$ cat src/hw/user_io_consts.svh
// shared command codes, widths and PS/2 timing for the user I/O block; include where needed
`ifndef USER_IO_CONSTS_SVH
`define USER_IO_CONSTS_SVH

// SPI framing
// one SPI byte
`define USER_IO_BYTE_W 8
// byte index within a frame, saturates at its top value
`define USER_IO_IDX_W 4

// command codes sent as the first byte of a frame
// buttons and switches in one byte
`define USER_IO_CMD_BUT_SW 8'h01
// keyboard scan code bytes
`define USER_IO_CMD_KBD 8'h05
// status from a single byte, upper bytes cleared
`define USER_IO_CMD_STATUS8 8'h15
// status bytes 1 to 8, least significant first
`define USER_IO_CMD_STATUS64 8'h1e
// digital joysticks, four bytes each, least significant first
`define USER_IO_CMD_JOY0 8'h60
`define USER_IO_CMD_JOY1 8'h61

// scan code prefixes
// extended key
`define USER_IO_KBD_EXT 8'he0
// key release
`define USER_IO_KBD_BREAK 8'hf0

// register widths
`define USER_IO_JOY_W 32
`define USER_IO_STATUS_W 64

// PS/2 keyboard path
// queue entries, a power of two
`define USER_IO_PS2_FIFO_DEPTH 8
// clk_sys cycles per half period of the PS/2 clock
`define USER_IO_PS2_DIV 4

`endif

$ cat src/hw/user_io_pkg.sv
// types shared by the command decoder and the top level; import where the joystick word is used
`include "user_io_consts.svh"

package user_io_pkg;

	// joystick word, seen flat on the output port
	// or as byte lanes while the decoder fills it
	typedef union packed {
		logic [`USER_IO_JOY_W-1:0] word;
		// lane 0 is the first byte after the command
		logic [`USER_IO_JOY_W/`USER_IO_BYTE_W-1:0][`USER_IO_BYTE_W-1:0] lane;
	} joy_word_u;

endpackage

$ cat src/hw/spi_byte_if.sv
// byte stream from the SPI receiver to the command decoder; one instance lives in the top level
`timescale 1ns/1ps
`include "user_io_consts.svh"

interface spi_byte_if;

	// one-cycle pulse per byte after the command byte
	logic valid;
	// received byte, stable from valid until the next byte
	logic [`USER_IO_BYTE_W-1:0] data;
	// position of data within the frame, 1 is the first byte after cmd
	logic [`USER_IO_IDX_W-1:0] idx;
	// first byte of the current frame
	logic [`USER_IO_BYTE_W-1:0] cmd;

	// receiver side drives everything
	modport rx (output valid, output data, output idx, output cmd);

	// decoder only listens
	modport dec (input valid, input data, input idx, input cmd);

endinterface

$ cat src/hw/spi_byte_rx.sv
// SPI slave oversampled by clk_sys; assembles MOSI bytes and marks their place in the frame
`timescale 1ns/1ps
`include "user_io_consts.svh"

module spi_byte_rx (
	input  logic      clk_sys,
	input  logic      SPI_SS_IO,
	input  logic      SPI_CLK,
	input  logic      SPI_MOSI,
	spi_byte_if.rx    bus
);

	// two sync stages plus one delayed copy for the edge detector
	logic [2:0] sck_sync;
	// MOSI runs through the same two stages so it lines up with the edge
	logic [1:0] mosi_sync;
	// first seven bits of the byte, MSB first
	logic [`USER_IO_BYTE_W-2:0] shift;
	logic [2:0] bit_cnt;
	// bytes seen so far in this frame, saturating
	logic [`USER_IO_IDX_W-1:0] byte_cnt;

	logic sck_rise;
	logic [`USER_IO_BYTE_W-1:0] rx_byte;

	// rising SPI_CLK seen after the second sync stage
	assign sck_rise = sck_sync[1] & ~sck_sync[2];
	// complete byte once the eighth bit is sampled
	assign rx_byte = {shift, mosi_sync[1]};

	// SS high ends the frame and holds everything cleared
	always_ff @(posedge clk_sys or posedge SPI_SS_IO) begin
		if (SPI_SS_IO) begin
			sck_sync <= '0;
			mosi_sync <= '0;
			shift <= '0;
			bit_cnt <= '0;
			byte_cnt <= '0;
			bus.valid <= 1'b0;
			bus.data <= '0;
			bus.idx <= '0;
			bus.cmd <= '0;
		end else begin
			sck_sync <= {sck_sync[1:0], SPI_CLK};
			mosi_sync <= {mosi_sync[0], SPI_MOSI};
			bus.valid <= 1'b0;

			if (sck_rise) begin
				bit_cnt <= bit_cnt + 3'd1;
				if (bit_cnt == 3'd7) begin
					// byte 0 is the command, only latched here
					if (byte_cnt == '0) begin
						bus.cmd <= rx_byte;
					end else begin
						bus.valid <= 1'b1;
						bus.data <= rx_byte;
						bus.idx <= byte_cnt;
					end
					// stop counting at the top, long frames keep the last index
					if (byte_cnt != '1)
						byte_cnt <= byte_cnt + 1'b1;
				end else begin
					shift <= {shift[`USER_IO_BYTE_W-3:0], mosi_sync[1]};
				end
			end
		end
	end

endmodule

$ cat src/hw/io_cmd_decoder.sv
// decodes received SPI bytes into the core registers and feeds keyboard bytes to the PS/2 queue
`timescale 1ns/1ps
`include "user_io_consts.svh"

module io_cmd_decoder (
	input  logic                          clk_sys,
	input  logic                          SPI_SS_IO,
	spi_byte_if.dec                       bus,
	output logic [1:0]                    buttons,
	output logic [1:0]                    switches,
	output user_io_pkg::joy_word_u        joystick_0,
	output user_io_pkg::joy_word_u        joystick_1,
	output logic [`USER_IO_STATUS_W-1:0]  status,
	output logic                          key_pressed,
	output logic                          key_extended,
	output logic [`USER_IO_BYTE_W-1:0]    key_code,
	output logic                          key_strobe,
	output logic                          kbd_push,
	output logic [`USER_IO_BYTE_W-1:0]    kbd_push_data
);

	import user_io_pkg::*;

	// joystick bytes collect here until the fourth one arrives
	joy_word_u joy_stage;
	// buttons in 1..0, switches in 3..2
	logic [3:0] but_sw;
	// prefixes seen so far in the current keyboard frame
	logic key_ext_r;
	logic key_rel_r;

	logic is_joy;
	logic kbd_valid;
	logic kbd_first;
	logic kbd_prefix;
	logic [1:0] joy_lane;
	logic [2:0] status_lane;

	assign buttons = but_sw[1:0];
	assign switches = but_sw[3:2];

	assign is_joy = (bus.cmd == `USER_IO_CMD_JOY0) || (bus.cmd == `USER_IO_CMD_JOY1);
	// lanes 0..3 for bytes 1..4
	assign joy_lane = bus.idx[1:0] - 2'd1;
	// lanes 0..7 for bytes 1..8
	assign status_lane = 3'(bus.idx - 1'b1);

	assign kbd_valid = bus.valid && (bus.cmd == `USER_IO_CMD_KBD);
	// byte 1 restarts the prefix tracking
	assign kbd_first = (bus.idx == `USER_IO_IDX_W'(1));
	assign kbd_prefix = (bus.data == `USER_IO_KBD_EXT) || (bus.data == `USER_IO_KBD_BREAK);

	// received values, kept across frames
	always_ff @(posedge clk_sys) begin
		if (bus.valid) begin
			case (bus.cmd)
				`USER_IO_CMD_BUT_SW: but_sw <= bus.data[3:0];
				`USER_IO_CMD_STATUS8: begin
					if (kbd_first)
						status <= {{(`USER_IO_STATUS_W - `USER_IO_BYTE_W){1'b0}}, bus.data};
				end
				`USER_IO_CMD_STATUS64: begin
					// bytes past the eighth are ignored
					if (bus.idx <= `USER_IO_IDX_W'(8))
						status[status_lane*`USER_IO_BYTE_W +: `USER_IO_BYTE_W] <= bus.data;
				end
				default: ;
			endcase

			if (is_joy && (bus.idx <= `USER_IO_IDX_W'(4))) begin
				joy_stage.lane[joy_lane] <= bus.data;
				// byte 4 completes the word, lane 3 comes straight from the bus
				if (bus.idx == `USER_IO_IDX_W'(4)) begin
					if (bus.cmd == `USER_IO_CMD_JOY0) begin
						joystick_0.lane[3] <= bus.data;
						joystick_0.lane[2:0] <= joy_stage.lane[2:0];
					end else begin
						joystick_1.lane[3] <= bus.data;
						joystick_1.lane[2:0] <= joy_stage.lane[2:0];
					end
				end
			end
		end

		// every keyboard byte also goes to the PS/2 queue
		kbd_push_data <= bus.data;

		// scan code outputs hold until the next code
		if (kbd_valid && !kbd_prefix) begin
			key_code <= bus.data;
			key_extended <= key_ext_r & ~kbd_first;
			key_pressed <= ~(key_rel_r & ~kbd_first);
		end
	end

	// prefix flags and strobes
	always_ff @(posedge clk_sys or posedge SPI_SS_IO) begin
		if (SPI_SS_IO) begin
			key_ext_r <= 1'b0;
			key_rel_r <= 1'b0;
			key_strobe <= 1'b0;
			kbd_push <= 1'b0;
		end else begin
			key_strobe <= kbd_valid && !kbd_prefix;
			kbd_push <= kbd_valid;
			if (kbd_valid) begin
				// e0 marks extended, f0 marks release, byte 1 clears both first
				key_ext_r <= (bus.data == `USER_IO_KBD_EXT) | (key_ext_r & ~kbd_first);
				key_rel_r <= (bus.data == `USER_IO_KBD_BREAK) | (key_rel_r & ~kbd_first);
			end
		end
	end

endmodule

$ cat src/hw/ps2_kbd_fifo.sv
// keyboard byte queue between the command decoder and the PS/2 transmitter, req/ack on the read side
`timescale 1ns/1ps
`include "user_io_consts.svh"

module ps2_kbd_fifo (
	input  logic                       clk_sys,
	input  logic                       SPI_SS_IO,
	input  logic                       kbd_push,
	input  logic [`USER_IO_BYTE_W-1:0] kbd_push_data,
	output logic                       kbd_req,
	output logic [`USER_IO_BYTE_W-1:0] kbd_byte,
	input  logic                       kbd_ack
);

	localparam int DEPTH = `USER_IO_PS2_FIFO_DEPTH;
	localparam int AW = $clog2(DEPTH);

	logic [`USER_IO_BYTE_W-1:0] mem [DEPTH];
	// pointers wrap on their own since DEPTH is a power of two
	logic [AW-1:0] wptr;
	logic [AW-1:0] rptr;
	logic [AW:0] count;

	logic push_ok;
	logic pop;

	// full queue drops the byte
	assign push_ok = kbd_push && (count != (AW+1)'(DEPTH));
	// ack seen while req is up, the head has been taken
	assign pop = kbd_req && kbd_ack;
	// head stays put until the pop
	assign kbd_byte = mem[rptr];

	always_ff @(posedge clk_sys) begin
		if (push_ok)
			mem[wptr] <= kbd_push_data;
	end

	always_ff @(posedge clk_sys or posedge SPI_SS_IO) begin
		if (SPI_SS_IO) begin
			wptr <= '0;
			rptr <= '0;
			count <= '0;
			kbd_req <= 1'b0;
		end else begin
			if (push_ok)
				wptr <= wptr + 1'b1;
			if (pop)
				rptr <= rptr + 1'b1;
			count <= count + (AW+1)'(push_ok) - (AW+1)'(pop);

			// req goes up only once the previous ack is gone
			if (pop)
				kbd_req <= 1'b0;
			else if (!kbd_req && !kbd_ack && (count != '0))
				kbd_req <= 1'b1;
		end
	end

endmodule

$ cat src/hw/ps2_tx.sv
// PS/2 keyboard serializer; takes bytes from the queue by req/ack and sends eleven-bit frames
`timescale 1ns/1ps
`include "user_io_consts.svh"

module ps2_tx (
	input  logic                       clk_sys,
	input  logic                       SPI_SS_IO,
	input  logic                       kbd_req,
	input  logic [`USER_IO_BYTE_W-1:0] kbd_byte,
	output logic                       kbd_ack,
	output logic                       ps2_kbd_clk,
	output logic                       ps2_kbd_data
);

	localparam int DIV = `USER_IO_PS2_DIV;
	localparam int DW = (DIV > 1) ? $clog2(DIV) : 1;

	logic [DW-1:0] div_cnt;
	// free running PS/2 clock, only shown on the pin during a frame
	logic ps2_clk_r;
	// 0 idle, 1 start, 2..9 data, 10 parity, 11 stop
	logic [3:0] tx_state;
	// byte taken from the queue, waiting for the next PS/2 rising edge
	logic loaded;
	logic [`USER_IO_BYTE_W-1:0] tx_sh;
	logic parity_r;

	logic ps2_rise;

	// this clk_sys edge takes the PS/2 clock from low to high
	assign ps2_rise = (div_cnt == DW'(DIV - 1)) && !ps2_clk_r;
	// clock held high while idle
	assign ps2_kbd_clk = ps2_clk_r | (tx_state == 4'd0);

	always_ff @(posedge clk_sys or posedge SPI_SS_IO) begin
		if (SPI_SS_IO) begin
			div_cnt <= '0;
			ps2_clk_r <= 1'b1;
			tx_state <= 4'd0;
			loaded <= 1'b0;
			kbd_ack <= 1'b0;
			ps2_kbd_data <= 1'b1;
		end else begin
			// half period of DIV cycles
			if (div_cnt == DW'(DIV - 1)) begin
				div_cnt <= '0;
				ps2_clk_r <= ~ps2_clk_r;
			end else begin
				div_cnt <= div_cnt + 1'b1;
			end

			// ack drops after req has dropped
			if (kbd_ack && !kbd_req)
				kbd_ack <= 1'b0;
			else if (!kbd_ack && kbd_req && !loaded && (tx_state == 4'd0))
				kbd_ack <= 1'b1;

			if (ps2_rise) begin
				if (tx_state == 4'd0) begin
					if (loaded) begin
						// start bit
						loaded <= 1'b0;
						ps2_kbd_data <= 1'b0;
						tx_state <= 4'd1;
					end
				end else begin
					if (tx_state <= 4'd8)
						ps2_kbd_data <= tx_sh[0];
					else if (tx_state == 4'd9)
						ps2_kbd_data <= parity_r;
					else
						ps2_kbd_data <= 1'b1;
					// after the stop bit the clock returns to idle
					tx_state <= (tx_state == 4'd11) ? 4'd0 : tx_state + 4'd1;
				end
			end

			if (!kbd_ack && kbd_req && !loaded && (tx_state == 4'd0))
				loaded <= 1'b1;
		end
	end

	// payload, LSB first
	always_ff @(posedge clk_sys) begin
		if (!kbd_ack && kbd_req && !loaded && (tx_state == 4'd0)) begin
			tx_sh <= kbd_byte;
			// odd parity over data and parity bit
			parity_r <= ~^kbd_byte;
		end else if (ps2_rise && (tx_state >= 4'd1) && (tx_state <= 4'd8)) begin
			tx_sh <= {1'b0, tx_sh[`USER_IO_BYTE_W-1:1]};
		end
	end

endmodule

$ cat src/hw/user_io_top.sv
// top level of the clk_sys user I/O block; connects SPI receiver, decoder, queue and PS/2 sender
`timescale 1ns/1ps
`include "user_io_consts.svh"

module user_io_top (
	input  logic                         clk_sys,
	input  logic                         SPI_SS_IO,
	input  logic                         SPI_CLK,
	input  logic                         SPI_MOSI,
	output logic [`USER_IO_JOY_W-1:0]    joystick_0,
	output logic [`USER_IO_JOY_W-1:0]    joystick_1,
	output logic [1:0]                   buttons,
	output logic [1:0]                   switches,
	output logic [`USER_IO_STATUS_W-1:0] status,
	output logic                         key_pressed,
	output logic                         key_extended,
	output logic [`USER_IO_BYTE_W-1:0]   key_code,
	output logic                         key_strobe,
	output logic                         ps2_kbd_clk,
	output logic                         ps2_kbd_data
);

	import user_io_pkg::*;

	// received bytes, receiver to decoder
	spi_byte_if bus ();

	joy_word_u joy0_u;
	joy_word_u joy1_u;

	// decoder to queue
	logic kbd_push;
	logic [`USER_IO_BYTE_W-1:0] kbd_push_data;
	// queue to PS/2 sender, four-phase
	logic kbd_req;
	logic kbd_ack;
	logic [`USER_IO_BYTE_W-1:0] kbd_byte;

	// flat view on the pins
	assign joystick_0 = joy0_u.word;
	assign joystick_1 = joy1_u.word;

	spi_byte_rx u_rx (
		.clk_sys   (clk_sys),
		.SPI_SS_IO (SPI_SS_IO),
		.SPI_CLK   (SPI_CLK),
		.SPI_MOSI  (SPI_MOSI),
		.bus       (bus.rx)
	);

	io_cmd_decoder u_dec (
		.clk_sys       (clk_sys),
		.SPI_SS_IO     (SPI_SS_IO),
		.bus           (bus.dec),
		.buttons       (buttons),
		.switches      (switches),
		.joystick_0    (joy0_u),
		.joystick_1    (joy1_u),
		.status        (status),
		.key_pressed   (key_pressed),
		.key_extended  (key_extended),
		.key_code      (key_code),
		.key_strobe    (key_strobe),
		.kbd_push      (kbd_push),
		.kbd_push_data (kbd_push_data)
	);

	ps2_kbd_fifo u_fifo (
		.clk_sys       (clk_sys),
		.SPI_SS_IO     (SPI_SS_IO),
		.kbd_push      (kbd_push),
		.kbd_push_data (kbd_push_data),
		.kbd_req       (kbd_req),
		.kbd_byte      (kbd_byte),
		.kbd_ack       (kbd_ack)
	);

	ps2_tx u_ps2 (
		.clk_sys      (clk_sys),
		.SPI_SS_IO    (SPI_SS_IO),
		.kbd_req      (kbd_req),
		.kbd_byte     (kbd_byte),
		.kbd_ack      (kbd_ack),
		.ps2_kbd_clk  (ps2_kbd_clk),
		.ps2_kbd_data (ps2_kbd_data)
	);

endmodule

$ cat config.mk
export PLATFORM = sky130hd
export DESIGN_NAME = user_io_top
export DESIGN_NICKNAME = d
export VERILOG_FILES = /design/src/hw/user_io_pkg.sv /design/src/hw/spi_byte_if.sv /design/src/hw/spi_byte_rx.sv /design/src/hw/io_cmd_decoder.sv /design/src/hw/ps2_kbd_fifo.sv /design/src/hw/ps2_tx.sv /design/src/hw/user_io_top.sv
export VERILOG_INCLUDE_DIRS = /design/src /design/src/hw
export SDC_FILE = /design/constraint.sdc
export NUM_CORES = 1
export LEC_CHECK = 0
export BUFFER_PORTS_ARGS = -buffer_cell sky130_fd_sc_hd__buf_2
export CAP_MARGIN = 20
export CORE_MARGIN = 4
export CORE_UTILIZATION = 40
export CTS_CLUSTER_DIAMETER = 50
export DETAILED_ROUTE_END_ITERATION = 10
export PLACE_DENSITY = 0.59
export RECOVER_POWER = 50
export SYNTH_ARGS = -nofsm -noshare
export SYNTH_HDL_FRONTEND = slang
export SYNTH_SLANG_ARGS = --single-unit
$ cat constraint.sdc
create_clock -name clk_sys -period 13.66 [get_ports clk_sys]
set_clock_uncertainty 0.1 [all_clocks]
set_input_delay 2.049 -clock clk_sys [delete_from_list [all_inputs] [get_ports clk_sys]]
set_output_delay 2.049 -clock clk_sys [all_outputs]
set_load 0.01 [all_outputs]
* After elaboration in Yosys (flattened, before gate mapping)
Memories as Yosys holds them, arrays and structs flattened.
Index checks and enable logic that the tools add are counted.
** Storage, ports and cells
- Register bits :: 256
- Memories :: 1
- Bits in latches :: 0
- Logic and storage cells :: 158
- Output and inout bits :: 145
- Memory bits (writable) :: 64
- Bits in read-only memories :: 0
- Bits of input ports :: 4
** Cells by class
- $lt $le $gt $ge :: 6
- $mul :: 0
- Bitwise operators :: 13
- Eq/ne operators :: 19
- Shift-type cells :: 2
- Reduce and logical (&&, ||, !) cells :: 43
- Mux-type cells :: 29
- Add/subtract/negate cells :: 11
- Div/mod/pow operators :: 0
** Memory list
- u_fifo.mem :: words 8, bits a word 8, read ports 1, clocked after Yosys merged registers in 0, write ports 1, RTL line ps2_kbd_fifo.sv:18 : logic [`USER_IO_BYTE_W-1:0] mem [DEPTH];
** Operators by type and width (number)
- $mux 64 :: 2
- $pmux 64 s2 :: 1
- $bwmux 64 :: 1
- $shift 8x34->64 const A :: 1
- $shiftx 8x34->64 :: 1
- $neg 6->34 :: 1
- $bwmux 32 :: 1
- $mux 8 :: 3
- $demux 8 s2 :: 1
- $eq 8x5->1 const B :: 2
- $eq 8x7->1 const B :: 2
- $eq 8x8->1 const B :: 2
- $mux 1 :: 16
- $logic_and 1x1->1 :: 15
- $mux 4 :: 3
- $reduce_and 4->1 :: 3
- $reduce_bool 2->1 :: 6
- $reduce_and 2->1 :: 5
- $add 3x1->3 const B :: 3
- $reduce_and 3->1 :: 3
- $add 4x1->4 const B :: 2
- $eq 4x4->1 const B :: 2
- $eq 8x1->1 const B :: 1
- $eq 8x3->1 const B :: 1
- other kinds (25) :: 45

* Longest topological paths before layout
- Depth after elaboration :: 6
- Depth in mapped cells :: 11

* Hierarchy
Synthesis repeated with hierarchy kept, for this count alone.
** Second synthesis, totals
- Cell total of the unflattened synthesis :: 769
- Area total of the unflattened synthesis :: 12504.5 um^2
** Modules (own cells, without submodules)
- io_cmd_decoder :: area an instance 6794.0 um^2, times used 1, cells each 435, sequential area each 5245.0 um^2
- ps2_kbd_fifo :: area an instance 3085.5 um^2, times used 1, cells each 149, sequential area each 2197.1 um^2
- spi_byte_rx :: area an instance 1586.5 um^2, times used 1, cells each 104, sequential area each 1001.0 um^2
- ps2_tx :: area an instance 1038.5 um^2, times used 1, cells each 81, sequential area each 523.0 um^2

* Worst setup path before layout
Ideal clock, no wire load.
- Path kind :: register -> register
- Start point :: register u_rx.bus.idx[0]
- End point :: register u_dec.status[0] (enable)
- Path buffers :: 0
- Setup time :: 0.374 ns
- Setup slack :: 5.459 ns
- Stages on the path, launching flop included :: 6
- Arrival time :: 7.728 ns
- Cells stage by stage :: dfrtp_1 -> ha_1 -> nor3b_1 -> a31oi_1 -> nor4b_1 -> nor2b_1
** Between the ends
- Cells in the longest elaborated chain, start to end :: 3
** RTL lines
- start: declaration :: RTL line spi_byte_if.sv:17 : modport rx (output valid, output data, output idx, output cmd);
- start signal: assignment :: RTL line spi_byte_rx.sv:57 : bus.idx <= byte_cnt;
- $le 4x4->1 or $eq 4x1->1 (tied branches) :: RTL line io_cmd_decoder.sv:64, io_cmd_decoder.sv:50
- $ne 2x1->1 (no source line)
- $reduce_and 4->1 (no source line) *
- end signal: assignment :: RTL line io_cmd_decoder.sv:60 : status <= {{(`USER_IO_STATUS_W - `USER_IO_BYTE_W){1'b0}}, bus.data};
- end signal: indexed assignment :: RTL line io_cmd_decoder.sv:65 : status[status_lane*`USER_IO_BYTE_W +: `USER_IO_BYTE_W] <= bus.data;
- end: declaration :: RTL line io_cmd_decoder.sv:13 : output logic [`USER_IO_STATUS_W-1:0] status,
Every way passes the cells marked *; elsewhere a longest branch is shown, timed or not.
A chain may end at the register's enable or synchronous reset.

==> metrics.txt <==
commonest non-fill, non-tap cells in the layout=edfxtp_1 (239), buf_2 (148), nor2_1 (79), nand2_1 (71), dfrtp_1 (63); setup TNS=0 ps; PnR Total Power=0.00260 W; Main synth FF type=edfxtp_1; Worst EP required=13,360 ps; async set-or-reset flop fraction in the synthesized netlist=0.208; WHS=between 200 and 300 ps; vias=7,085; Startpoint Class=primary input; register area share after synthesis=0.728; total iterations of the first detailed-routing run=4; worst hold path class=reg -> reg; first-pass GRT wire length=40.6 mm; CP Capture Type=async pin; Synth Register Bits=312; Post-DP Area=13,500 µm²; Peak supply drop=0.0749 mV; Final Cell Area=approximately 15,000 µm²; vias in the first global route=7,131; initial antenna violation count=0; pin count of the biggest net entering global routing=66; wire per inst=18.6 µm; Cells after Synth=814; Synth Warn #=0; diode count=0; Avg Cell Area, Syn=~15 µm²; Die Y=between 150 and 200 µm; pwr/cell area=between 150 and 200 nW/µm²; post-CTS sizing=0; CTS tree=built; DR iter-0 viols=around 500; max-cap violation count=3; total routed wirelength=26.2 mm; synthesized net count=842; grt total ovfl=0; Arr. time, crit path=4680 ps; max-slew violations=98; synth unique cells=slightly above 50; Final Hold Viols=0; P&R area growth vs syn=19.7%; share of cells above drive strength 1=0.263; leakage=5.66 nW; CTS Buffer Depth=3; crit-path max FO=65; initial core utilization=0.410; post-route ant nets=0; hold buffers post-CTS=0; EDFF count, synth=239; Min Clock Period, post-route=4980 ps; final setup violation count=0; Peak Freq=201 MHz; Max transition margin=-1.34; status=finished, violations left; WS Path Type=in -> async; post-CTS setup buffers=0; CTS clk-pin slew, worst paths=roughly 50 ps; CTS Root Cell=clkbuf_16; Final HPWL DP=between 15 and 20 mm; Layout fillers=2,594; final period utilization=0.364; Synth Cell Area=12,300 µm²; CTS sink count=312; via/cell ratio=5.04; row count=63; Slew @ Worst Pin=3510 ps; DR DRC count=0; gr usage total=0.153; TritonCTS Buffers=38; H-tree Lvls=2; boundary pin count=149; failing checks=capacitance limit, slew limit; core area=between 30,000 and 40,000 µm²; IO buf count=148; Nets=1,014; most common cell after layout, fill and taps aside=edfxtp_1; Die X=183 µm; routability congestion estimate from global placement=around 0.76; die area=approximately 34,000 µm²; RSZ-0062 raised after global routing=false; Clk Latency, worst-skew pair=between 500 and 600 ps
-- through the flow --
step | utilization | std cells | worst slack (ps)
2_1_floorplan | - | 814 | 5460
3_3_place_gp | 0.450 | 1333 | 10360
3_5_place_dp | 0.451 | 1334 | 10130
4_1_cts | 0.491 | 1404 | 9930
5_1_grt | 0.491 | 1406 | 7770
6_report | 0.491 | 1406 | 8680
-- power by group --
part / switching, W / internal (W)
clock: 0.000394 / 0.000559
sequential: 0.0000991 / 0.00114
combinational: 0.000237 / 0.000172
-- kinds of logic after synthesis --
group | share of synthesized area
buffers and inverters | 0.0188
muxes | 0.0767
xor gates and xnor gates | 0.0239
DFF | 0.728
AOI/OAI and AO/OA | 0.0415
and+or+nand+nor | 0.0861
adders and majority gates | 0.0250
-- sequential cells by signal, indices dropped and copies added (netlist names), 7 cells and up --
register / cells
u_dec.status: 64
u_fifo.mem: 64
u_dec.joystick_0: 32
u_dec.joystick_1: 32
u_dec.joy_stage: 24
u_dec.kbd_push_data: 8
u_dec.key_code: 8
u_ps2.tx_sh: 8
u_rx.bus.cmd: 8
u_rx.bus.data: 8
u_rx.shift: 7
-- cell type report --
type | instances | area, µm² | area share
flip-flops and latches | 312 | 8970 | 0.608
multi-input cells | 446 | 3130 | 0.213
clock buffers | 48 | 1020 | 0.0692
repair buffers | 166 | 862 | 0.0585
well taps | 390 | 488 | 0.0331
clock inverters | 22 | 191 | 0.0130
inverters | 22 | 82.6 | 0.00560
-- critical path, stage by stage --
cell	delay (ps)
buf_2	90
inv_1	40
clkbuf_1	2450
-- cell usage after synthesis, types with 4 or more instances --
| cell | count | area share |
|---|---|---|
| a21oi_1 | 57 | 0.023 |
| and2_1 | 5 | 0.0025 |
| buf_1 | 4 | 0.0012 |
| buf_2 | 6 | 0.0024 |
| clkbuf_1 | 20 | 0.0061 |
| dfrtp_1 | 63 | 0.13 |
| dfxtp_1 | 8 | 0.013 |
| edfxtp_1 | 239 | 0.58 |
| ha_1 | 23 | 0.023 |
| inv_1 | 22 | 0.0067 |
| mux2_2 | 28 | 0.026 |
| mux2i_1 | 16 | 0.013 |
| mux4_1 | 5 | 0.011 |
| mux4_2 | 15 | 0.027 |
| nand2_1 | 71 | 0.022 |
| nand2b_1 | 9 | 0.0046 |
| nand3_1 | 30 | 0.012 |
| nor2_1 | 80 | 0.024 |
| nor2b_1 | 14 | 0.0071 |
| nor3_1 | 11 | 0.0045 |
| o21ai_0 | 17 | 0.0069 |
| xnor2_1 | 17 | 0.012 |
| xor2_1 | 14 | 0.010 |
-- per-layer routing --
metal / track usage / vias up / wire length, µm
met5: 0 / - / 0
li1: - / 3331 / -
met2: 0.243 / 225 / 12300
met3: 0.0398 / 39 / 1860
met4: 0.0441 / 0 / 556
met1: 0.210 / 3490 / 11500
-- final timing paths --
path / start / end / slack [ps] / cells past startpoint
max: SPI_SS_IO / u_rx.sck_sync[1] / 8680 / 3
min: u_rx.sck_sync[0] / u_rx.sck_sync[1] / 250 / 0
max reg2reg: u_rx.bus.idx[0] / u_dec.status[33] / 10130 / 10
min reg2reg: u_rx.sck_sync[0] / u_rx.sck_sync[1] / 250 / 0
max in group clk_sys: u_ps2.tx_state[0] / ps2_kbd_clk / 9940 / 5
min in group asynchronous: SPI_SS_IO / u_ps2.tx_state[0] / 2780 / 3
Note: power is estimated with default switching activity, not from simulation.
